## src/hw/cam_switch_pkg.sv

```systemverilog
package cam_switch_pkg;

    // active frame size.
    localparam int h_act_c = 1280;
    localparam int v_act_c = 720;

    typedef logic [$clog2(h_act_c)-1:0] coord_x_t;  // 11 bits.
    typedef logic [$clog2(v_act_c)-1:0] coord_y_t;  // 10 bits.
    typedef logic [7:0]                 color_t;

    typedef struct packed {
        color_t r;
        color_t g;
        color_t b;
    } rgb_t;

    // word carried on every video port, 48 bits.
    typedef struct packed {
        logic     hsync;
        logic     vsync;
        logic     de;
        rgb_t     rgb;
        coord_x_t x;
        coord_y_t y;
    } video_word_t;

    localparam int main_delay_c = 5;  // main path latency before the mux.

    // one active line fits.
    localparam int buf_depth_c = 2048;
    typedef logic [$clog2(buf_depth_c)-1:0] buf_addr_t;

    localparam int debounce_cycles_c = 16;

    localparam rgb_t white_c = '1;  // shown when the buffer runs dry.

    typedef enum logic {
        cam_main,
        cam_minor
    } cam_sel_e;

endpackage
```

## src/hw/source_select.sv

```systemverilog
`timescale 1ns/1ns

module source_select (
    input  logic                        main_clk,
    input  logic                        rstn,
    input  logic                        i_press,
    input  cam_switch_pkg::video_word_t i_main_word,
    input  cam_switch_pkg::rgb_t        i_minor_rgb,
    output logic                        o_hold,
    output cam_switch_pkg::video_word_t o_word
);

    cam_switch_pkg::cam_sel_e sel_q;
    logic pending_q;  // press seen, waiting for frame start.
    logic vsync_d_q;
    logic apply;

    // second vsync cycle marks a clean frame boundary.
    assign apply = pending_q && vsync_d_q && i_main_word.vsync;

    always_ff @(posedge main_clk or negedge rstn) begin
        if (!rstn) begin
            vsync_d_q <= 1'b0;
            pending_q <= 1'b0;
        end else begin
            vsync_d_q <= i_main_word.vsync;
            pending_q <= (pending_q && !apply) || i_press;
        end
    end

    always_ff @(posedge main_clk or negedge rstn) begin
        if (!rstn) begin
            sel_q <= cam_switch_pkg::cam_main;
        end else if (apply) begin
            sel_q <= (sel_q == cam_switch_pkg::cam_main) ? cam_switch_pkg::cam_minor
                                                         : cam_switch_pkg::cam_main;
        end
    end

    // buffer sits empty while the minor colour is unused.
    assign o_hold = sel_q == cam_switch_pkg::cam_main;

    // timing and coordinates always from main.
    always_ff @(posedge main_clk or negedge rstn) begin
        if (!rstn) begin
            o_word <= '0;
        end else begin
            o_word.hsync <= i_main_word.hsync;
            o_word.vsync <= i_main_word.vsync;
            o_word.de    <= i_main_word.de;
            o_word.x     <= i_main_word.x;
            o_word.y     <= i_main_word.y;
            if (sel_q == cam_switch_pkg::cam_minor) begin
                o_word.rgb <= i_minor_rgb;
            end else begin
                o_word.rgb <= i_main_word.rgb;
            end
        end
    end

endmodule

```

## config.mk

```make
export PLATFORM = sky130hd
export DESIGN_NAME = source_select
export DESIGN_NICKNAME = d
export VERILOG_FILES = /design/src/hw/cam_switch_pkg.sv /design/src/hw/source_select.sv
export SDC_FILE = /design/constraint.sdc
export NUM_CORES = 1
export LEC_CHECK = 0
export BUFFER_PORTS_ARGS = -buffer_cell sky130_fd_sc_hd__buf_2
export CORE_ASPECT_RATIO = 2
export CORE_MARGIN = 1
export CORE_UTILIZATION = 39
export DETAILED_ROUTE_END_ITERATION = 10
export GPL_ROUTABILITY_DRIVEN = 0
export PLACE_DENSITY = 0.84
export SYNTH_ARGS = -nofsm -noshare
export SYNTH_HDL_FRONTEND = slang
export SYNTH_SLANG_ARGS = --single-unit
export TNS_END_PERCENT = 20
```

## constraint.sdc

```tcl
create_clock -name main_clk -period 1.5 [get_ports main_clk]
set_clock_uncertainty 0.05 [all_clocks]
set_input_delay 0 -clock main_clk [delete_from_list [all_inputs] [get_ports main_clk]]
set_output_delay 0 -clock main_clk [all_outputs]
set_load 0.02 [all_outputs]
```

Yosys cells after proc, flatten, opt, wreduce, memory -nomap -nowiden --
Index checks and enable logic that the tools add are counted.
Storage, ports and cells: flip-flop bits (word level) 50, word-level logic and storage cells 18, input port bits 75, output and inout bits 49
Operators by class: reduce and logical (&&, ||, !) cells 5, bitwise gates (word level) 1, multiplexer cells 2
Operator list (count):
- 24-bit 2-to-1 mux | 1
- 1-bit logical AND | 3
- 1-bit zero test | 1
- 1-bit logical OR | 1
- 1-bit 2-to-1 mux | 1
- 1-bit inverter | 1

Depth between registers and ports, before layout --
depth after elaboration 5, mapped depth 3, gate-level depth less buffers 2

Worst setup path before layout --
Ideal clock, no wire load.
path type flip-flop to flip-flop, start reg sel_q, end reg o_word[24] (netlist name), path buffers 2, period minus slack after synthesis 1.087 ns, stages on the path, launching flop included 4, path slack 0.413 ns, arrival 0.912 ns, setup time 0.125 ns, data required time 1.325 ns, path through dfrtp_1 -> buf_6 -> buf_12 -> mux2_4
On the way: cells in the longest elaborated chain, start to end 1
Ends and longest elaborated chain:
- from (decl) | RTL line source_select.sv:13 | cam_switch_pkg::cam_sel_e sel_q;
- from (signal assigned) | RTL line source_select.sv:33 | sel_q <= cam_switch_pkg::cam_main;
- from (signal assigned) | RTL line source_select.sv:35 | sel_q <= (sel_q == cam_switch_pkg::cam_main) ? cam_switch_pkg::cam_minor
- 24-bit 2-to-1 mux | RTL line source_select.sv:53 | if (sel_q == cam_switch_pkg::cam_minor) begin
- to (decl) | RTL line source_select.sv:10 | output cam_switch_pkg::video_word_t o_word
Every way passes these cells. A chain may end at the register's enable or synchronous reset.

Final worst setup path --
start reg sel_q, end out o_hold
On the way: cells in the longest elaborated chain, start to end 1
Ends and longest elaborated chain:
- 1-bit inverter | RTL line source_select.sv:41 | assign o_hold = sel_q == cam_switch_pkg::cam_main;
- to (decl) | RTL line source_select.sv:9 | output logic o_hold,
Every way passes these cells.

==> results.cfg <==
[run_status]
run_status = completed

[clocking]
clockBufferDepth = 2
cts-htree-levels = 2
insertion_delay_ns = 0.30
cts_tree = built
clk_pin_slew_worst_paths_ns = 0.10
cts_resized = 0
cts-root-buf = clkbuf_8
clock_sinks = 50
cts_buffers = 5

[die]
die_w_um = 48.4
die_y_um = 94.7
io_pins = 124
initial_core_util = 0.410
dieArea_sq_mm = 0.00458
core-area_sq_mm = 0.00409
num_rows = 33

[sta]
hold_violations = 0
fin_tns_setup_ns = 0
final-setup-viol-count = 0
finalMaxSlewViolations = 0
slew_headroom = 0.621
tightestPinTransition_ns = 0.569
clock.fmax_mhz = 846
min_period_ns = 1.18
rsz0062_at_grt = no
fin_crit_sh = 0.788
setup_ws_ns = 0.318

[drt]
top_layer = met4
drc_errors = 0
wl_met3_um = 393
firstDrtPassIters = 4
met2_length_mm = 3.14
num_vias = 1540
avgViaCountPerCell = 4.53
ant_nets = 0
drt-total-wl_mm = 5.76
drtIter0Drc = 26
wl_per_cell_um = 17.0
m1WireLength_mm = 1.93

[synth]
yosysSeqAreaShare = 0.746
synth_top_area_cell = dfrtp_1
synth_top_area_frac = 0.746
ys_ff_latch = 50
syn_area_sq_mm = 0.00168
ys_top_cells_by_area = dfrtp_1 (75%), mux2_4 (16%), mux2_2 (4.0%)
synthCells = 83
syn_avg_cell_area_sq_um = 20.2
yosysUniqueCellTypes = 11
synth_nets = 158
yosysWarnings = 0

[cells_and_area]
layout_commonest_cell = buf_2
area_growth_pct = 89.6
final_util = 0.778
n_antenna_cell = 0
drive_above_1_share = 0.552
final_nets = 362
layout_common_cells = buf_2 (123), dlygate4sd3_1 (74), dfrtp_1 (50)
layout.cells.non_filler = 340

[power]
report.power.total_mw = 4.05
cellPowerDensity_mw_per_mm2 = 1270
power.leakage_nw = 1.63
ir_drop_uv = 1490

[setup_path]
path_cells = buf_12 > inv_1 > buf_2
cp_max_fo = 20
required_ns = 1.45
arrival_ns = 1.13
path_class = reg -> out
cp-start-kind = flop
cp-end-kind = primary output
worst_path_largest_cell_delay_ns = 0.41
slowest_stage = dfrtp_1

[placement]
place.port_buffers = 123
dpl_worst_slack_ns = 0.424
dp.cells = 258

[global_route]
antenna_found_initial = 0
grt_max_degree = 27
grt_pass1_vias = 1745
overflow = 0
grt_pass1_wl_mm = 8.77
grt_usage = 0.271

[hold_path]
min_path_type = in -> async

[run]
max_cap_violations = 0
[sequential cells by signal (all words and copies together) (netlist names)]
register,flops
pending_q,1
o_word,48
sel_q,1
[report_power, final]
group | internal [mW] | leakage, nW | switching [mW]
Clock | 0.349 | 0.0506 | 0.469
Sequential | 1.59 | 0.581 | 0.0890
Combinational | 0.784 | 1.00 | 0.774
[critical path, delay by kind of cell (launching register included)]
family | cells | cell delay (ns)
buffers and inverters | 3 | 0.41
flip-flops | 1 | 0.41
[synthesized netlist by cell type]
master	count
buf_12	2
buf_4	1
inv_1	1
mux2_4	18
nand2_1	1
a21o_1	1
xnor2_1	1
mux2_2	6
dfrtp_1	50
nand3_1	1
buf_6	1
[layer usage]
layer,track usage,vias to the layer above
li1,-,678
met1,0.277,735
met2,0.493,105
met3,0.0564,22
met4,0.174,0
met5,0,-
[what timing repair did]
item | CTS | global route
buffers inserted | 0 | 0
hold buffers | 74 | 0
endpoints found under the hold margin | 74 | 0
[layout make-up]
| cell class | count | area, sq um |
|---|---|---|
| multi-input combinational | 28 | 363 |
| inverter | 1 | 3.75 |
| sequential | 50 | 1250 |
| tap | 52 | 65.1 |
| clock inverter | 3 | 28.8 |
| fill | 230 | 908 |
| timing repair buffer | 201 | 1400 |
| clock buffer | 5 | 68.8 |
[metrics by stage]
step | cell area (sq um) | hold slack (ns)
4_1_cts | 3180 | 0.180
3_3_place_gp | 2340 | -0.0450
2_1_floorplan | 1680 | -0.346
3_5_place_dp | 2340 | -0.0242
5_1_grt | 3180 | 0.215
6_report | 3180 | 0.155
[final timing paths]
| path | start | end | slack, ns | cells after the start |
|---|---|---|---|---|
| worst max-delay path | sel_q | o_hold | 0.32 | 3 |
| worst min-delay path | rstn | o_word[6] | 0.16 | 2 |
| worst max register to register | sel_q | o_word[29] | 0.38 | 2 |
| worst min register to register | pending_q | pending_q | 0.43 | 1 |
| max in group asynchronous | rstn | o_word[33] | 0.63 | 3 |
| min in group main_clk | i_main_word[16] | o_word[16] | 0.28 | 2 |
[cell families (layout without fill, tap and decap cells)]
family	Yosys count	after routing	share of synthesized area
AND/OR/NAND/NOR	2	2	0.00522
multiplexers	24	24	0.201
XOR/XNOR	1	1	0.00522
flip-flops	50	50	0.746
AO/OA/AOI/OAI	1	1	0.00448
buffers and inverters	5	210	0.0373
(Power assumes the default switching activity.)
