File: src/hw/cam_switch_pkg.sv
package cam_switch_pkg;

    // active frame size.
    localparam int h_act_c = 1280;
    localparam int v_act_c = 720;

    typedef logic [$clog2(h_act_c)-1:0] coord_x_t;  // 11 bits.
    typedef logic [$clog2(v_act_c)-1:0] coord_y_t;  // 10 bits.
    typedef logic [7:0]                 color_t;

    typedef struct packed {
        color_t r;
        color_t g;
        color_t b;
    } rgb_t;

    // word carried on every video port, 48 bits.
    typedef struct packed {
        logic     hsync;
        logic     vsync;
        logic     de;
        rgb_t     rgb;
        coord_x_t x;
        coord_y_t y;
    } video_word_t;

    localparam int main_delay_c = 5;  // main path latency before the mux.

    // one active line fits.
    localparam int buf_depth_c = 2048;
    typedef logic [$clog2(buf_depth_c)-1:0] buf_addr_t;

    localparam int debounce_cycles_c = 16;

    localparam rgb_t white_c = '1;  // shown when the buffer runs dry.

    typedef enum logic {
        cam_main,
        cam_minor
    } cam_sel_e;

endpackage
File: src/hw/key_debounce.sv
`timescale 1ns/1ns

module key_debounce (
    input  logic main_clk,
    input  logic rstn,
    input  logic i_key,
    output logic o_press
);

    logic [1:0] key_sync_q;  // two-flop synchroniser.
    logic       key_level_q; // accepted level.
    logic [$clog2(cam_switch_pkg::debounce_cycles_c)-1:0] stable_cnt_q;
    logic       key_s;
    logic       level_diff;
    logic       accept;

    assign key_s      = key_sync_q[1];
    assign level_diff = key_s != key_level_q;
    assign accept     = level_diff
                        && (stable_cnt_q == cam_switch_pkg::debounce_cycles_c - 1);

    always_ff @(posedge main_clk or negedge rstn) begin
        if (!rstn) begin
            key_sync_q <= '0;
        end else begin
            key_sync_q <= {key_sync_q[0], i_key};
        end
    end

    // counts cycles the synced key differs from the accepted level.
    always_ff @(posedge main_clk or negedge rstn) begin
        if (!rstn) begin
            stable_cnt_q <= '0;
            key_level_q  <= 1'b0;
        end else if (!level_diff || accept) begin
            stable_cnt_q <= '0; // bounce or accepted, start over.
            if (accept) begin
                key_level_q <= key_s;
            end
        end else begin
            stable_cnt_q <= stable_cnt_q + 1'b1;
        end
    end

    // one pulse per accepted press, releases give none.
    always_ff @(posedge main_clk or negedge rstn) begin
        if (!rstn) begin
            o_press <= 1'b0;
        end else begin
            o_press <= accept && key_s;
        end
    end

endmodule

File: config.mk
export PLATFORM = sky130hd
export DESIGN_NAME = key_debounce
export DESIGN_NICKNAME = d
export VERILOG_FILES = /design/src/hw/cam_switch_pkg.sv /design/src/hw/key_debounce.sv
export SDC_FILE = /design/constraint.sdc
export NUM_CORES = 1
export LEC_CHECK = 0
export BUFFER_PORTS_ARGS = -buffer_cell sky130_fd_sc_hd__buf_4
export CAP_MARGIN = 10
export CORE_AREA = 2 2 39 41
export CTS_BUF_LIST = sky130_fd_sc_hd__clkbuf_2
export DETAILED_ROUTE_END_ITERATION = 10
export DIE_AREA = 0 0 41 43
export GPL_TIMING_DRIVEN = 0
export PLACE_DENSITY = 0.46
export SYNTH_ARGS = -nofsm -noshare
export SYNTH_HDL_FRONTEND = slang
export SYNTH_SLANG_ARGS = --single-unit
File: constraint.sdc
create_clock -name main_clk -period 1.4 [get_ports main_clk]
set_clock_uncertainty 0.2 [all_clocks]
set_input_delay 0.21 -clock main_clk [delete_from_list [all_inputs] [get_ports main_clk]]
set_output_delay 0.21 -clock main_clk [all_outputs]
set_load 0.01 [all_outputs]
Word level (Yosys, flattened, before mapping)
Index checks and enable logic that the tools add are counted.
{ "totals": {"regBits": 8, "input_bits": 3, "output_inout_bits": 1, "word_cells": 13} }
{ "classes": {"addsub": 1, "eq_ne": 2, "n_mux": 1, "reduce_logical": 5} }
{ "op_table": {"columns": ["op", "n"], "rows": [
  ["adder 4 x 1 -> 4 bit (second input constant)", 1],
  ["equality test 4 bit (second input constant)", 1],
  ["2-to-1 mux 4 bit", 1],
  ["logical AND 1 bit", 2],
  ["AND reduction 2 bit", 1],
  ["zero test 1 bit", 1],
  ["logical OR 1 bit", 1],
  ["!= test 1 bit", 1]
]} }

Depth between registers and ports, before layout
Gate-level depths: netlist of the first run.
{ "logic_depth": {"depth_word": 4, "mapped_depth": 4, "ltp_nobuf": 4} }

Worst setup path after synthesis of the first run
Ideal clock, no wire load.
{ "synth_timing": {"path_type": "register to register", "startpoint": "register stable_cnt_q[0] in the netlist's numbering", "endpoint": "register key_level_q", "setup_ps": 125, "t_arrival_ps": 1023, "required_time_ps": 1075, "path_slack_ps": 52, "path_stages_with_launch": 4, "n_path_buf": 0, "period_less_slack_ps": 1348, "path_cell_list": "dfrtp_1 > ha_1 > nand3_4 > mux2_4"} }
{ "synth_via": {"elab_chain_cells": 4} }
{ "synth_rtl": {"columns": ["item", "line", "rtl"], "rows": [
  ["start: declaration", "key_debounce.sv:12", "logic [$clog2(cam_switch_pkg::debounce_cycles_c)-1:0] stable_cnt_q;"],
  ["start signal: assignment", "key_debounce.sv:41", "stable_cnt_q <= stable_cnt_q + 1'b1;"],
  ["equality test 4 bit (*)", "key_debounce.sv:20", "&& (stable_cnt_q == cam_switch_pkg::debounce_cycles_c - 1);"],
  ["logical AND 1 bit (*)", "key_debounce.sv:20", null],
  ["logical OR 1 bit", "key_debounce.sv:35", "end else if (!level_diff || accept) begin"],
  ["AND reduction 2 bit (no source line) (*)", null, null],
  ["end signal: assignment", "key_debounce.sv:38", "key_level_q <= key_s;"],
  ["end: declaration", "key_debounce.sv:11", "logic key_level_q;"]
]} }
Every way passes the cells marked *; elsewhere a longest branch is shown, timed or not.
A chain may end at the register's enable or synchronous reset.

Final worst setup path of the first run
Ends and elaborated chain as after synthesis.

==> results of run 1 <==
==> per-layer routing <==
metal / routed length, um / track usage [%]
met1: 179 / 8.31
met2: 201 / 8.13
met3: 47 / 7.85
met4: 0 / 2.00
met5: 0 / 0
==> state kept, by name, summed over array words and instances, names as in the netlist <==
signal / flops
key_level_q: 1
key_sync_q: 2
o_press: 1
stable_cnt_q: 4
==> metrics by stage <==
stage | utilization [%] | setup WS, ns | total power, mW
final | 28.7 | 0.0744 | 0.411
after detailed placement | 25.9 | 0.0163 | 0.281
after CTS | 28.5 | 0.0194 | 0.419
after floorplan | - | 0.0523 | 0.268
after global routing | 28.7 | 0.0298 | 0.438
after global placement | 25.9 | 0.0215 | 0.279
==> cells by family after synthesis <==
family,Yosys count,synth area share (%)
simple gates,8,18.6
flops,8,63.2
fa+ha+maj,1,3.95
xor+xnor,3,8.30
mux,1,4.74
buf+inv,1,1.18
==> worst max-delay path by stage <==
stage                    startpoint           to  depth (start not counted)
floorplan           stable_cnt_q[0]  key_level_q                          3
global placement    stable_cnt_q[0]  key_level_q                          3
detailed placement  stable_cnt_q[0]  key_level_q                          3
CTS                 stable_cnt_q[0]  key_level_q                          3
global route        stable_cnt_q[0]  key_level_q                          3
finish              stable_cnt_q[0]  key_level_q                          3
==> report_power, final <==
part           leakage, nW  internal, mW  switching (mW)
registers            0.105         0.241         0.00776
logic               0.0698        0.0180          0.0140
clock network       0.0125        0.0583          0.0724
==> cells in the mapped netlist <==
cell and instances:
inv_1 1, ha_1 1, nor2_1 4, mux2_4 1
nor3b_1 1, xnor2_1 2, nand2b_4 1, nand3_4 1
nand3_1 1, dfrtp_1 8, xor2_1 1
==> cell type report <==
| cell class | instances | area (um2) |
|---|---|---|
| Sequential cell | 8 | 200 |
| Inverter | 1 | 3.75 |
| Timing Repair Buffer | 5 | 42.5 |
| Clock buffer | 3 | 15.0 |
| Multi-Input combinational cell | 13 | 115 |
| Tap cell | 16 | 20.0 |
| Fill cell | 137 | 987 |
==> repair_timing <==
item,CTS,global route
hold buffers,2,0
endpoints found under the hold margin,9,0
setup endpoints to repair,0,1
gates resized for setup,0,1
==> impl_metrics.toml, run 1 <==
[outcome]
status = "completed"

[logic_synthesis]
ys_ff_latch = 8
yosysWarnings = 0
yosys.area.top_type = "dfrtp_1"
syn_inst = 22
yosys-top-cells-area = "dfrtp_1 (63%), nand3_4 (5.5%), xnor2_1 (5.5%), mux2_4 (4.7%), nor2_1 (4.7%)"
netlist_area_um2 = 317
syn_nets = 26
avgSynthCellArea_um2 = 14.4
ys_seq_area_share_pct = 63.2
yosysUniqueCellTypes = 11
netlist.area_leader.share_pct = 63.2

[floorplanning]
start_util_pct = 22.9
die_area_um2 = 1760
die_width_um = 41
coreArea_um2 = 1380
fp.dieH_um = 43
rows = 14
ioPinCount = 4

[sta]
min_period_over_period_pct = 94.7
hold_viol = 0
max-slew-margin-rel_pct = 86.1
grt_setup_unrepaired = "no"
period_needed_ns = 1.33
worstMarginPinSlew_ns = 0.207
tns_ns = 0
max_freq_ghz = 0.754
slew_violations = 0
setup_viol = 0
hold_ws_ns = 0.123

[clocking]
cts-root-buf = "clkbuf_2"
cts_tree = "built"
cts.path.max_buffers = 2
cts_setup_buffers = 0
cts.sinks = 8
h-tree-depth = 1
clk_pin_slew_ns = 0.08
clock_latency_ns = 0.23
numCtsBuffers = 3

[finish]
mostFrequentLayoutCell = "dfrtp_1"
stdcell_count = 46
antenna_cells = 0
design_area_um2 = 397
fin_nets = 36
drive_above_1_share_pct = 33.3
syn2layout_area_growth_pct = 25.3
final_cell_mix = "dfrtp_1 (8), nor2_1 (4), clkbuf_2 (3), buf_4 (3)"

[drt]
wl_per_cell_um = 9.30
drc_errors = 0
vias = 185
drt_iter0_markers = 0
drtPass1Iterations = 1
via_per_inst = 4.02
antenna_left = 0
drt_wl_total_um = 428

[worst_setup_path]
reg2reg_slack_ns = 0.07
reg2regPathDepth = 3
crit_chain = "ha_2 > nand3_4 > mux2_4"
cp.arrival_ns = 1.25
worstReg2RegEnd = "key_level_q"
start_kind = "register"
worstPathRequired_ns = 1.32
crit_slowest_cell = "dfrtp_1"
cpPeakStageDelay_ns = 0.40
path_buf_inv = 0
critPathTopFamily = "flip-flops"
worstSetupPathType = "reg2reg"
crit_fanout = 3
end_kind = "register"
worstReg2RegStart = "stable_cnt_q[0]"

[power_and_ir_drop]
vdd_ir_drop_max_uv = 608
leakagePower_nw = 0.187
pwr_density_cell_nw_per_um2 = 1040

[global_routing]
grt_overflow = 0
grtUsageTotal_pct = 7.00
antenna_found_initial = 0
grt_pass1_wl_um = 759
grt_start_max_net_pins = 9
grt_pass1_vias = 185

[place]
placed_cell_area_um2 = 359
gp_congestion = 0.694
numPortBuffers = 3
dp_cells = 41

[hold_path]
hold_path_class = "in2async"

[job]
max_cap_viol_count = 0
(Power assumes the default switching activity.)
==> run 2, diff against run 1 <==
--- a/config.mk
+++ b/config.mk
@@ -9,6 +9,6 @@
 export CAP_MARGIN = 10
-export CORE_AREA = 2 2 39 41
+export CORE_AREA = 5 5 42 44
 export CTS_BUF_LIST = sky130_fd_sc_hd__clkbuf_2
 export DETAILED_ROUTE_END_ITERATION = 10
-export DIE_AREA = 0 0 41 43
+export DIE_AREA = 0 0 47 49
 export GPL_TIMING_DRIVEN = 0
@@ -18 +18,2 @@
 export SYNTH_SLANG_ARGS = --single-unit
+export TNS_END_PERCENT = 20
==> constraint.sdc (replaced) <==
create_clock -name main_clk -period 1.4 [get_ports main_clk]
set_clock_uncertainty 0.2 [all_clocks]
set_input_delay 0.28 -clock main_clk [delete_from_list [all_inputs] [get_ports main_clk]]
set_output_delay 0.28 -clock main_clk [all_outputs]
set_load 0.01 [all_outputs]
==> run 2 against run 1 <==
Against the previous run: clock power shrank 5%; total power shrank 1.1%; count of clock-buffer cells in the layout is the same; sequential power is essentially flat; final cell count is the same; critical path depth is the same; first-iteration DRC count is the same; register-to-register slack lost 0.02 ns; fmax shrank 1.5%; via count shrank 3.8%; non-clock buffer count is the same; sequential share of layout area is the same.
==> impl_metrics.toml, run 2 (same netlist as run 1, synthesis figures left out) <==
[global_routing]
grtUsageTotal_pct = 4.97
use_met1_pct = 4.73
grt-busiest-layer = "met2"
grt.met3_usage_pct = 3.69
grt_use_met2_pct = 7.69
grt_overflow = 0
grt_start_max_net_pins = 9
antenna_found_initial = 0
grt_pass1_vias = 213
grt_pass1_wl_um = 800

[clocking]
h-tree-depth = 1
clk_pin_slew_ns = 0.07
cts.path.max_buffers = 2
clock_latency_ns = 0.22
numCtsBuffers = 3
cts_tree = "built"
cts.sinks = 8
cts-root-buf = "clkbuf_2"

[hold_path]
hold_path_class = "reg2reg"
hp-start = "key_sync_q[0]"

[sta]
worst_slack_ns = 0.0541
setup_viol = 0
max_freq_ghz = 0.743
min_period_over_period_pct = 96.1
tns_ns = 0
worstMarginPinSlew_ns = 0.213
period_needed_ns = 1.35
slew_violations = 0
hold_viol = 0
hold_ws_ns = 0.140
max-slew-margin-rel_pct = 85.7
grt_setup_unrepaired = "no"

[finish]
mostFrequentLayoutCell = "dfrtp_1"
design_area_um2 = 397
drive_above_1_share_pct = 33.3
fillers = 151
antenna_cells = 0
regMostFlops = "stable_cnt_q"
final_cell_mix = "dfrtp_1 (8), nor2_1 (4), clkbuf_2 (3), buf_4 (3)"
reg_top3 = "stable_cnt_q: 4 flops, key_sync_q: 2 flops"
largest_register_ff_count = 4
syn2layout_area_growth_pct = 25.3
fin_nets = 36

[worst_setup_path]
worstReg2RegStart = "stable_cnt_q[0]"
start_kind = "register"
crit_path_start = "stable_cnt_q[0]"
end_kind = "register"
worstSetupPathType = "reg2reg"
cp.arrival_ns = 1.25
reg2reg_slack_ns = 0.05
crit_fanout = 3
reg2regPathDepth = 3
cp-endpoint = "key_level_q"
worstPathRequired_ns = 1.31
worstReg2RegEnd = "key_level_q"

[drt]
vias = 178
drc_errors = 0
drt_wl_total_um = 422
drt_iter0_markers = 0
via_per_inst = 3.87
antenna_left = 0
drtPass1Iterations = 1
wl_per_cell_um = 9.17

[power_and_ir_drop]
pwr-share-comb_pct = 8.1
p_seq_share_pct = 61.4
switching_share_pct = 21.8
clkPwrFrac_pct = 30.5
leakagePower_nw = 0.187
switchingPower_mw = 0.0888
pwr_density_cell_nw_per_um2 = 1030
fin_total_pwr_mw = 0.407
p_int_mw = 0.318
vdd_ir_drop_max_uv = 519

[outcome]
status = "completed"

[floorplanning]
fp.dieH_um = 49
coreArea_um2 = 1400
die_width_um = 47
die_area_um2 = 2300
rows = 14
start_util_pct = 22.6
ioPinCount = 4

[place]
gp_congestion = 0.771
placed_cell_area_um2 = 359
numPortBuffers = 3
dp_slack_ns = 0.00783

[job]
max_cap_viol_count = 0
-- run 2: cell counts in the layout (fill, tap and decap cells not counted) --
Identical to the previous run, type by type.
-- run 2: worst min-delay path by stage --
stage          slack, ns  cells after the start              end
6_report            0.14                      0    key_sync_q[1]
5_1_grt             0.16                      0    key_sync_q[1]
4_1_cts             0.15                      0    key_sync_q[1]
3_5_place_dp        -0.1                      1  stable_cnt_q[3]
3_3_place_gp       -0.10                      1  stable_cnt_q[1]
2_1_floorplan      -0.22                      0      key_level_q
-- run 2: repair_timing --
| action | 4_1_cts | 5_1_grt |
|---|---|---|
| gates resized for setup | 1 | 0 |
| setup endpoints to repair | 1 | 0 |
| endpoints found under the hold margin | 9 | 0 |
| hold buffers | 2 | 0 |
| buffers inserted | 0 | 0 |
-- run 2: final cells by class --
| type | count | area [um2] | area share (%) |
|---|---|---|---|
| clock buffers | 3 | 15.0 | 3.79 |
| multi-input cells | 13 | 115 | 29.0 |
| repair buffers | 5 | 42.5 | 10.7 |
| flip-flops and latches | 8 | 200 | 50.5 |
| well taps | 16 | 20.0 | 5.05 |
| inverters | 1 | 3.75 | 0.946 |
-- run 2: layer usage --
metal / part of all wire, % / wire, um
met1: 39 / 163
met2: 52 / 220
met3: 9.0 / 38
met4: 0 / 0
met5: 0 / 0
-- run 2: power groups by stage --
stage | combinational, mW | sequential (mW) | clock (mW)
5_1_grt | 0.0389 | 0.250 | 0.152
4_1_cts | 0.0340 | 0.250 | 0.131
3_3_place_gp | 0.0268 | 0.253 | 0
3_5_place_dp | 0.0273 | 0.253 | 0
2_1_floorplan | 0.0167 | 0.252 | 0
6_report | 0.0329 | 0.250 | 0.124
-- run 2: through the flow --
step           util (%)  std cells
6_report           28.3         46
3_3_place_gp       25.6         41
3_5_place_dp       25.6         41
4_1_cts            28.3         46
2_1_floorplan         -         22
5_1_grt            28.3         46
-- run 2: critical path: stages, from the launching register on --
cell     delay, ns
dfrtp_1       0.41
ha_2          0.22
nand3_4       0.11
mux2_4        0.30
