### config.mk
export PLATFORM = sky130hd
export DESIGN_NAME = main_path_delay
export DESIGN_NICKNAME = d
export VERILOG_FILES = /design/src/hw/cam_switch_pkg.sv /design/src/hw/main_path_delay.sv
export SDC_FILE = /design/constraint.sdc
export NUM_CORES = 1
export LEC_CHECK = 0
export BUFFER_PORTS_ARGS = -buffer_cell sky130_fd_sc_hd__buf_4
export CORE_MARGIN = 4
export CORE_UTILIZATION = 50
export CTS_BUF_LIST = sky130_fd_sc_hd__clkbuf_4 sky130_fd_sc_hd__clkbuf_8
export DETAILED_ROUTE_END_ITERATION = 10
export GPL_TIMING_DRIVEN = 0
export HOLD_SLACK_MARGIN = 0.12
export PLACE_DENSITY = 0.7
export SYNTH_ARGS = -nofsm -noshare
export SYNTH_HDL_FRONTEND = slang
export SYNTH_SLANG_ARGS = --single-unit
export TNS_END_PERCENT = 1
### constraint.sdc
create_clock -name main_clk -period 1.25 [get_ports main_clk]
set_clock_uncertainty 0.15 [all_clocks]
set_input_delay 0.1875 -clock main_clk [delete_from_list [all_inputs] [get_ports main_clk]]
set_output_delay 0.1875 -clock main_clk [all_outputs]
set_load 0.03 [all_outputs]
### src/hw/cam_switch_pkg.sv
package cam_switch_pkg;

    // active frame size.
    localparam int h_act_c = 1280;
    localparam int v_act_c = 720;

    typedef logic [$clog2(h_act_c)-1:0] coord_x_t;  // 11 bits.
    typedef logic [$clog2(v_act_c)-1:0] coord_y_t;  // 10 bits.
    typedef logic [7:0]                 color_t;

    typedef struct packed {
        color_t r;
        color_t g;
        color_t b;
    } rgb_t;

    // word carried on every video port, 48 bits.
    typedef struct packed {
        logic     hsync;
        logic     vsync;
        logic     de;
        rgb_t     rgb;
        coord_x_t x;
        coord_y_t y;
    } video_word_t;

    localparam int main_delay_c = 5;  // main path latency before the mux.

    // one active line fits.
    localparam int buf_depth_c = 2048;
    typedef logic [$clog2(buf_depth_c)-1:0] buf_addr_t;

    localparam int debounce_cycles_c = 16;

    localparam rgb_t white_c = '1;  // shown when the buffer runs dry.

    typedef enum logic {
        cam_main,
        cam_minor
    } cam_sel_e;

endpackage
### src/hw/main_path_delay.sv
`timescale 1ns/1ns

module main_path_delay (
    input  logic                       main_clk,
    input  logic                       rstn,
    input  cam_switch_pkg::video_word_t i_word,
    output cam_switch_pkg::video_word_t o_word,
    output logic                       o_early_de,
    output logic                       o_early_vsync
);

    cam_switch_pkg::video_word_t stage_q [cam_switch_pkg::main_delay_c];

    always_ff @(posedge main_clk or negedge rstn) begin
        if (!rstn) begin
            for (int i = 0; i < cam_switch_pkg::main_delay_c; i++) begin
                stage_q[i] <= '0;
            end
        end else begin
            stage_q[0] <= i_word;
            for (int i = 1; i < cam_switch_pkg::main_delay_c; i++) begin
                stage_q[i] <= stage_q[i-1];
            end
        end
    end

    assign o_word = stage_q[cam_switch_pkg::main_delay_c-1];

    // tap one stage early so the buffer read lands with the last stage.
    assign o_early_de    = stage_q[cam_switch_pkg::main_delay_c-2].de;
    assign o_early_vsync = stage_q[cam_switch_pkg::main_delay_c-2].vsync;

endmodule

-- After elaboration in Yosys (flattened, before gate mapping)
Index checks and enable logic that the tools add are counted.
- input port bits: 50
- output and inout bits: 50
- word-level logic and storage cells: 40
- register bits: 240

-- Logic depth before layout (Yosys ltp)
Gate-level depths: netlist of run 1.
- word-level depth: 0
- depth in mapped cells: 1

-- Least setup slack after synthesis of run 1
No wires, ideal clock.
- path type: flip-flop to output port
- start point: register stage_q, in the netlist o_word[0]
- end point: output port o_word[0] (netlist bit)
- cell stages (with the launch flop): 2
- arrival: 0.493 ns
- data required time: 0.912 ns
- slack: 0.420 ns
- buffers on the path: 1
- cells stage by stage: dfrtp_1 buf_4
- RTL lines (what ; RTL line ; RTL):
    from (decl) ; main_path_delay.sv:12 ; cam_switch_pkg::video_word_t stage_q [cam_switch_pkg::main_delay_c];
    from (signal, indexed assignment) ; main_path_delay.sv:22 ; stage_q[i] <= stage_q[i-1];
    to (decl) ; main_path_delay.sv:7 ; output cam_switch_pkg::video_word_t o_word,
No word-level cell between the ends.

-- Worst setup path after layout of run 1
- start point: register stage_q, in the netlist o_early_vsync
- end point: output port o_early_vsync
- RTL lines (what ; RTL line ; RTL):
    to (decl) ; main_path_delay.sv:9 ; output logic o_early_vsync
No word-level cell between the ends.

==> flow_summary.json, run 1 <==
{
  "synth_area_sq_um": 6366,
  "synth.most_common_cell": "dfrtp_1",
  "crit_type": "reg -> out",
  "hold_viol_final": 120,
  "max_stage_delay_ns": 0.41,
  "areaGrowthSynthToFinish_pct": 33.06,
  "first_iter_violations": 130,
  "cp_data_required_time_ns": 0.91,
  "tightest_slew_ns": 0.8731,
  "rsz0062_at_grt": "true",
  "avgSynthCellArea_sq_um": 22.10,
  "r2r-end": "o_word[46]$_DFF_PN0_",
  "synth_warnings": 0,
  "vias": 2528,
  "htree_num_levels": 2,
  "fin_ws_ns": -0.1387,
  "synth_top_area_share_pct": 94.34,
  "fillers": 811,
  "antenna_found_initial": 0,
  "grt_pass1_vias": 3007,
  "fin_crit_sh_pct": 111.1,
  "comb.multi_input.count": 0,
  "synthTopCellsByArea": "dfrtp_1 94%, buf_4 5.7%",
  "insertion_delay_ns": 0.49,
  "gp_congestion": 0.6393,
  "start_util_pct": 52.13,
  "fin_crit_ns": 1.389,
  "die_h_um": 120.8,
  "arrival_ns": 1.05,
  "path_max_fanout": 2,
  "synth_edf_count": 0,
  "cts_buffer_depth": 3,
  "track_usage_pct": 12.13,
  "rrSetupSlack_ns": 0.56,
  "async_flop_share_pct": 100.0,
  "wirelength_um": 8260,
  "die_w_um": 120.8,
  "fin_nets": 479,
  "cap_violations": 0,
  "report.final.slew_viol_count": 0,
  "wire_per_inst_um": 13.30,
  "dieArea_sq_um": 14600,
  "worstReg2RegStart": "o_early_vsync$_DFF_PN0_",
  "cts_made_buffers": 39,
  "drc_errors": 0,
  "synth_flop_cell": "dfrtp_1",
  "place_hpwl_um": 4492,
  "syn_inst": 288,
  "ys_seq_elements": 240,
  "ff2ff_path_depth": 0,
  "antennaDiodeCount": 0,
  "yosysSeqAreaShare_pct": 94.34,
  "grt_overflow": 0,
  "clock-root-buffer": "clkbuf_8",
  "hold_path.class": "in -> async",
  "synth_top_area_cell": "dfrtp_1",
  "synth_common_cells": "240 x dfrtp_1, 48 x buf_4",
  "final_antenna_net_count": 0,
  "end_kind": "output pin",
  "synth_nets": 338,
  "crit_chain": "buf_6",
  "path_clk_slew_ns": 0.06,
  "port_buffers": 99,
  "grt_first_pass_wirelength_um": 13960,
  "ir_drop_v": 0.001122,
  "status": "complete, but fails checks",
  "failed_checks": "negative hold slack, negative setup slack",
  "io_pins": 100,
  "drt-pass1-iter-count": 2,
  "crit_slowest_cell": "dfrtp_1",
  "slew_headroom_pct": 41.80,
  "powerDensity_nw_per_um2": 1853,
  "cts_hold_buf": 48,
  "post-place-ws_ns": -0.2786,
  "cp_num_buf_inv": 1,
  "finalHoldWorstSlack_ns": -0.3870,
  "multi_input_area_sq_um": 0,
  "fmax_mhz": 720.1,
  "cp_top_family": "flip-flops",
  "cts_tree": "yes",
  "clock_sinks": 240,
  "leakagePower_uw": 0.003978,
  "grt_max_degree": 122,
  "setup_viol": 50,
  "register_area_sq_um": 6006,
  "core_area_sq_um": 12210,
  "ys_types": 2,
  "viasPerCell": 4.071,
  "cp-start-kind": "flip-flop",
  "drive_gt1_share_pct": 36.42,
  "core.rowCount": 40
}
layer usage:
metal / track usage [%] / wire [um]
met1: 14.51 / 3180
met2: 19.73 / 4202
met3: 4.163 / 648
met5: 0 / 0
met4: 6.020 / 229
final cells by class:
type	count	share of cell area, %
sequential	240	70.90
clock buffer	62	9.040
timing repair buffer	148	17.08
tap	168	2.482
clock inverter	3	0.5022
worst max path at each step:
| stage | endpoint | cells past startpoint | slack [ns] | start |
|---|---|---|---|---|
| finish | o_early_vsync | 1 | -0.14 | o_early_vsync$_DFF_PN0_ |
| global route | o_early_vsync | 1 | -0.18 | o_early_vsync$_DFF_PN0_ |
| CTS | o_early_vsync | 1 | -0.15 | o_early_vsync$_DFF_PN0_ |
| detailed placement | o_word[35]$_DFF_PN0_ | 2 | -0.28 | rstn |
| global placement | o_word[41]$_DFF_PN0_ | 1 | -1.72 | rstn |
| floorplan | o_word[0] | 1 | 0.42 | o_word[0]$_DFF_PN0_ |
flip-flops by register name, indices dropped and copies added (netlist names):
signal / count
o_early_de: 1
o_word: 48
stage_q: 190
o_early_vsync: 1
kinds of logic after synthesis:
logic type	after synthesis	synth area share (%)
buffers and inverters	48	5.660
DFF	240	94.34
placed cells by master (no fill, tap or decap):
| master | instances |
|---|---|
| dfrtp_1 | 240 |
| buf_6 | 50 |
| clkbuf_8 | 48 |
| dlygate4sd3_1 | 48 |
| buf_4 | 48 |
| clkbuf_4 | 14 |
| clkinv_2 | 1 |
| clkinvlp_4 | 1 |
| bufinv_16 | 1 |
| buf_8 | 1 |
| buf_16 | 1 |
report_power, final:
part / internal [uW] / switching, uW / total [uW] / leakage, uW
sequential: 8170 / 120 / 8290 / 0.00280
clock: 4060 / 2610 / 6660 / 0.000428
combinational: 358 / 390 / 748 / 0.000754
total: 12600 / 3120 / 15700 / 0.00398
repair_timing:
item	4_1_cts	5_1_grt
resized for setup	50	0
hold endpoints to repair	168	120
cloned	0	0
pin swaps	0	0
endpoints found under the setup margin	50	50
buffers inserted	0	0
stage by stage:
stage / util, % / power, uW / cell area (sq um) / setup TNS, ns / std cells
after detailed placement: 60.23 / 9111 / 7355 / -31.91 / 556
after global placement: 59.94 / 9058 / 7320 / -408.76 / 555
final: 69.36 / 15700 / 8471 / -3.915 / 621
after floorplan: - / 8660 / 6366 / 0 / 288
after CTS: 69.36 / 15970 / 8471 / -5.580 / 621
after global routing: 69.36 / 16420 / 8471 / -6.272 / 621
Note: power is estimated with default switching activity, not from simulation.
==> run 2: changes to the inputs <==
Settings changed: CORE_UTILIZATION 50 to 62, PLACE_DENSITY 0.7 to 0.84.
==> run 2 against run 1 <==
The run still ends with negative hold slack, negative setup slack left. Flip-flop and latch count stayed put. Global-route usage rose by 7.7 points. Utilization is 15 points higher. Count of clock-buffer cells in the layout is 9 lower. Final cell count decreased by 6.0%. Wire length is 31% higher. Via count is 3.2% higher. Clock power decreased by 3.6%. Setup slack worse by 0.0090 ns. Non-clock buffer count up 1. Critical path depth is the same. Hold slack better by 0.067 ns.
==> flow_summary.json, run 2 (synthesized netlist as in run 1, its figures left out) <==
{
  "powerDensity_nw_per_um2": 1853,
  "met3_length_um": 493,
  "top_register": "stage_q",
  "finish.utilization_pct": 84.79,
  "fmax_mhz": 715.5,
  "fillers": 371,
  "first_iter_violations": 84,
  "grt_max_degree": 138,
  "drt-pass1-iter-count": 4,
  "cap_violations": 0,
  "io_pins": 100,
  "ir_drop_v": 0.001805,
  "p_total_uw": 15500,
  "comb.multi_input.count": 0,
  "vias": 2609,
  "tightest_slew_ns": 0.9467,
  "start_util_pct": 64.54,
  "leakagePower_uw": 0.003942,
  "cts_buffer_depth": 3,
  "slew_headroom_pct": 36.88,
  "track_usage_pct": 19.83,
  "path_clk_slew_ns": 0.06,
  "areaGrowthSynthToFinish_pct": 31.39,
  "hold_viol_final": 136,
  "final_antenna_net_count": 0,
  "largest_register_ffs": 190,
  "cp_data_required_time_ns": 0.91,
  "path_max_fanout": 1,
  "core_area_sq_um": 9864,
  "die_w_um": 109.3,
  "htree_num_levels": 2,
  "wirelength_um": 10820,
  "finalHoldWorstSlack_ns": -0.3200,
  "wire_per_inst_um": 18.53,
  "drive_gt1_share_pct": 36.14,
  "cts_made_buffers": 35,
  "fin_ws_ns": -0.1477,
  "final_common_cell": "dfrtp_1",
  "rsz0062_at_grt": "true",
  "insertion_delay_ns": 0.48,
  "dieArea_sq_um": 11950,
  "arrival_ns": 1.06,
  "m1WireLength_um": 3723,
  "end_kind": "output pin",
  "topRoutingLayerUsed": "met4",
  "finalSetupTns_ns": -4.612,
  "port_buffers": 99,
  "crit_type": "reg -> out",
  "core.rowCount": 36,
  "max_stage_delay_ns": 0.42,
  "die_h_um": 109.3,
  "grt_pass1_vias": 3203,
  "clock_sinks": 240,
  "cts_tree": "yes",
  "cp_top_family": "flip-flops",
  "gp_congestion": 0.6777,
  "fin_crit_sh_pct": 111.8,
  "crit_chain": "buf_6",
  "drc_errors": 0,
  "grt_first_pass_wirelength_um": 17020,
  "multi_input_area_sq_um": 0,
  "report.final.slew_viol_count": 0,
  "final_cell_mix": "240 x dfrtp_1, 50 x buf_6, 49 x buf_4",
  "clock-root-buffer": "clkbuf_8",
  "fin_nets": 476,
  "crit_slowest_cell": "dfrtp_1",
  "wl_met2_um": 6421,
  "setup_viol": 50,
  "failed_checks": "negative hold slack, negative setup slack",
  "cp_num_buf_inv": 1,
  "antennaDiodeCount": 0,
  "viasPerCell": 4.467,
  "cp-start-kind": "flip-flop",
  "antenna_found_initial": 0,
  "cts_hold_buf": 48,
  "grt_overflow": 0,
  "status": "complete, but fails checks",
  "fin_crit_ns": 1.398,
  "hold_path.class": "in -> async"
}
[run 2: changes by cell type in the layout (fill, tap and decap cells not counted)]
| cell | previous run | this run |
|---|---|---|
| buf_4 | 48 | 49 |
| clkinvlp_4 | 1 | 3 |
| clkbuf_4 | 14 | 11 |
| clkinv_2 | 1 | 5 |
| clkbuf_8 | 48 | 42 |
[run 2: power breakdown]
group / internal (uW) / total, uW / switching, uW
clock network: 3600 / 6420 / 2820
logic: 360 / 764 / 404
registers: 8160 / 8320 / 154
total: 12100 / 15500 / 3380
[run 2: layer usage]
layer | up-vias | global-route usage [%]
met5 | - | 0
met3 | 20 | 4.698
met2 | 89 | 37.10
li1 | 1116 | -
met1 | 1384 | 22.19
met4 | 0 | 6.768
[run 2: repair_timing]
item                                    in CTS  in global routing
buffers inserted                             1                  0
endpoints found under the setup margin      50                 50
gates resized for setup                     50                  0
hold endpoints to repair                   184                136
pin swaps                                    0                  0
[run 2: worst paths after layout]
| path | from | to | slack (ns) | cells past startpoint |
|---|---|---|---|---|
| setup / recovery | o_word[15]$_DFF_PN0_ | o_word[15] | -0.15 | 1 |
| hold / removal | rstn | stage_q[199]$_DFF_PN0_ | -0.32 | 1 |
| setup reg to reg | o_early_de$_DFF_PN0_ | o_word[45]$_DFF_PN0_ | 0.46 | 1 |
| hold reg to reg | stage_q[134]$_DFF_PN0_ | stage_q[86]$_DFF_PN0_ | 0.19 | 0 |
| max in group asynchronous | rstn | stage_q[139]$_DFF_PN0_ | 0.31 | 2 |
| min in group main_clk | stage_q[134]$_DFF_PN0_ | stage_q[86]$_DFF_PN0_ | 0.19 | 0 |
[run 2: final cells by class]
class / instances / area [sq um] / area share [%]
Clock buffer: 53 / 660.6 / 7.898
Timing Repair Buffer: 149 / 1454 / 17.38
Tap cell: 133 / 166.4 / 1.990
Sequential cell: 240 / 6006 / 71.80
Clock inverter: 9 / 77.57 / 0.9274
[run 2: metrics by stage]
| stage | hold slack [ns] | cells | setup slack (ns) | cell area [sq um] |
|---|---|---|---|---|
| after global routing | -0.2689 | 584 | -0.1902 | 8364 |
| after global placement | 0.1465 | 520 | -1.678 | 7276 |
| after detailed placement | 0.1478 | 521 | -0.2654 | 7311 |
| after CTS | -0.2992 | 584 | -0.1486 | 8364 |
| after floorplan | -0.2581 | 288 | 0.4199 | 6366 |
| final | -0.3200 | 584 | -0.1477 | 8364 |
==> run 3: changes to the inputs <==
Settings changed: SETUP_SLACK_MARGIN set to 0.4.
==> run 3 against run 2 <==
The run still ends with negative hold slack, negative setup slack left. Largest cell class unchanged. Final cell count rose by 8.0%. Sequential share of layout area is 4.4 points lower. Register-to-register slack improved by 0.11 ns. Critical path depth increased by 1. Highest routed layer unchanged.
==> flow_summary.json, run 3 (synthesized netlist as in run 1, its figures left out) <==
{
  "finalSetupTns_ns": -9.790,
  "cts_made_buffers": 35,
  "finalHoldWorstSlack_ns": -0.4784,
  "arrival_ns": 1.15,
  "areaGrowthSynthToFinish_pct": 39.96,
  "crit_end": "o_word[11]",
  "viasPerCell": 4.507,
  "p_total_uw": 15780,
  "die_h_um": 109.3,
  "hold_path.class": "in -> async",
  "crit_chain": "buf_6, buf_6",
  "gp_congestion": 0.6777,
  "use_met2_pct": 44.33,
  "drive_gt1_share_pct": 42.17,
  "fin_ws_ns": -0.2413,
  "grt_first_pass_wirelength_um": 19400,
  "cts_buffer_depth": 3,
  "insertion_delay_ns": 0.49,
  "grt_pass1_vias": 3558,
  "crit_slowest_cell": "dfrtp_1",
  "fin_crit_sh_pct": 119.3,
  "grt-busiest-layer": "met2",
  "worstReg2RegStart": "stage_q[237]$_DFF_PN0_",
  "leakagePower_uw": 0.004233,
  "max_stage_delay_ns": 0.41,
  "finish.utilization_pct": 90.32,
  "setup_viol": 50,
  "die_w_um": 109.3,
  "multi_input_area_sq_um": 0,
  "core_area_sq_um": 9864,
  "top_register": "stage_q",
  "path_max_fanout": 1,
  "report.final.slew_viol_count": 0,
  "drc_errors": 0,
  "cp_data_required_time_ns": 0.91,
  "largest_register_ffs": 190,
  "grt_overflow": 0,
  "crit_type": "reg -> out",
  "fin_nets": 523,
  "antenna_found_initial": 0,
  "powerDensity_nw_per_um2": 1771,
  "hold_viol_final": 136,
  "cts_hold_buf": 48,
  "dieArea_sq_um": 11950,
  "clock-root-buffer": "clkbuf_8",
  "comb.multi_input.count": 0,
  "io_pins": 100,
  "vias": 2844,
  "clock_sinks": 240,
  "final_cell_mix": "240 x dfrtp_1, 98 x buf_6, 48 x dlygate4sd3_1, 48 x buf_4, 42 x clkbuf_8",
  "end_kind": "output pin",
  "failed_checks": "negative hold slack, negative setup slack",
  "fmax_mhz": 670.6,
  "rsz0062_at_grt": "true",
  "path_clk_slew_ns": 0.07,
  "setup.worst_path.start": "o_word[11]$_DFF_PN0_",
  "first_iter_violations": 127,
  "track_usage_pct": 22.94,
  "wire_per_inst_um": 19.62,
  "core.rowCount": 36,
  "grt_max_degree": 138,
  "final_cell_area_sq_um": 8910,
  "port_buffers": 99,
  "cap_violations": 0,
  "cts_tree": "yes",
  "cpMostUsedCell": "buf_6",
  "cp-start-kind": "flip-flop",
  "final_antenna_net_count": 0,
  "use_met3_pct": 4.580,
  "htree_num_levels": 2,
  "placed_area_sq_um": 7311,
  "fin_crit_ns": 1.491,
  "slew_headroom_pct": 58.69,
  "ff2ff_path_depth": 0,
  "start_util_pct": 64.54,
  "antennaDiodeCount": 0,
  "r2r-end": "stage_q[189]$_DFF_PN0_",
  "fillers": 242,
  "register_area_sq_um": 6006,
  "tightest_slew_ns": 0.6196,
  "drt-pass1-iter-count": 3,
  "met1_usage_pct": 24.46,
  "final_common_cell": "dfrtp_1",
  "wirelength_um": 12380,
  "postCtsSetupBuffers": 0,
  "rrSetupSlack_ns": 0.57,
  "post-place-ws_ns": -0.2654,
  "ir_drop_v": 0.001714,
  "status": "complete, but fails checks"
}
[run 3: changes by cell type in the layout (fill, tap and decap cells not counted)]
cell | previous run | this run
buf_8 | 1 | 0
buf_16 | 1 | 2
buf_6 | 50 | 98
buf_4 | 49 | 48
[run 3: repair_timing]
action / 4_1_cts / 5_1_grt
endpoints found under the setup margin: 154 / 154
resized for setup: 99 / 1
gates cloned: 0 / 0
hold endpoints to repair: 184 / 136
[run 3: worst min path at each step]
stage	start	endpoint	slack, ns
3_5_place_dp	i_word[33]	stage_q[225]$_DFF_PN0_	0.15
4_1_cts	rstn	stage_q[217]$_DFF_PN0_	-0.42
6_report	rstn	stage_q[156]$_DFF_PN0_	-0.48
2_1_floorplan	rstn	o_early_de$_DFF_PN0_	-0.26
5_1_grt	rstn	stage_q[182]$_DFF_PN0_	-0.44
3_3_place_gp	i_word[25]	stage_q[217]$_DFF_PN0_	0.15
[run 3: critical path, delay by kind of cell (launching register included)]
| kind | cells | cell delay [ns] |
|---|---|---|
| buffers and inverters | 2 | 0.26 |
| flip-flops | 1 | 0.41 |
[run 3: stage by stage]
step | std cells | hold slack, ns
after detailed placement | 521 | 0.1478
after floorplan | 288 | -0.2581
after global routing | 631 | -0.4382
after global placement | 520 | 0.1465
final | 631 | -0.4784
after CTS | 631 | -0.4217
[run 3: layout make-up]
type                  count  share of cell area, %
Buffer                   48                  6.067
Clock buffer             53                  7.415
Clock inverter            9                 0.8707
Sequential cell         240                  67.41
Tap cell                133                  1.868
Timing Repair Buffer    148                  16.37
[run 3: power breakdown]
group | switching, uW | internal (uW)
Combinational | 455 | 505
Sequential | 164 | 8160
Clock | 2890 | 3600
[run 3: per-layer routing]
metal,vias to the layer above,wire [um]
li1,1213,-
met4,0,277
met1,1515,4041
met3,21,544
met2,95,7520
met5,-,0
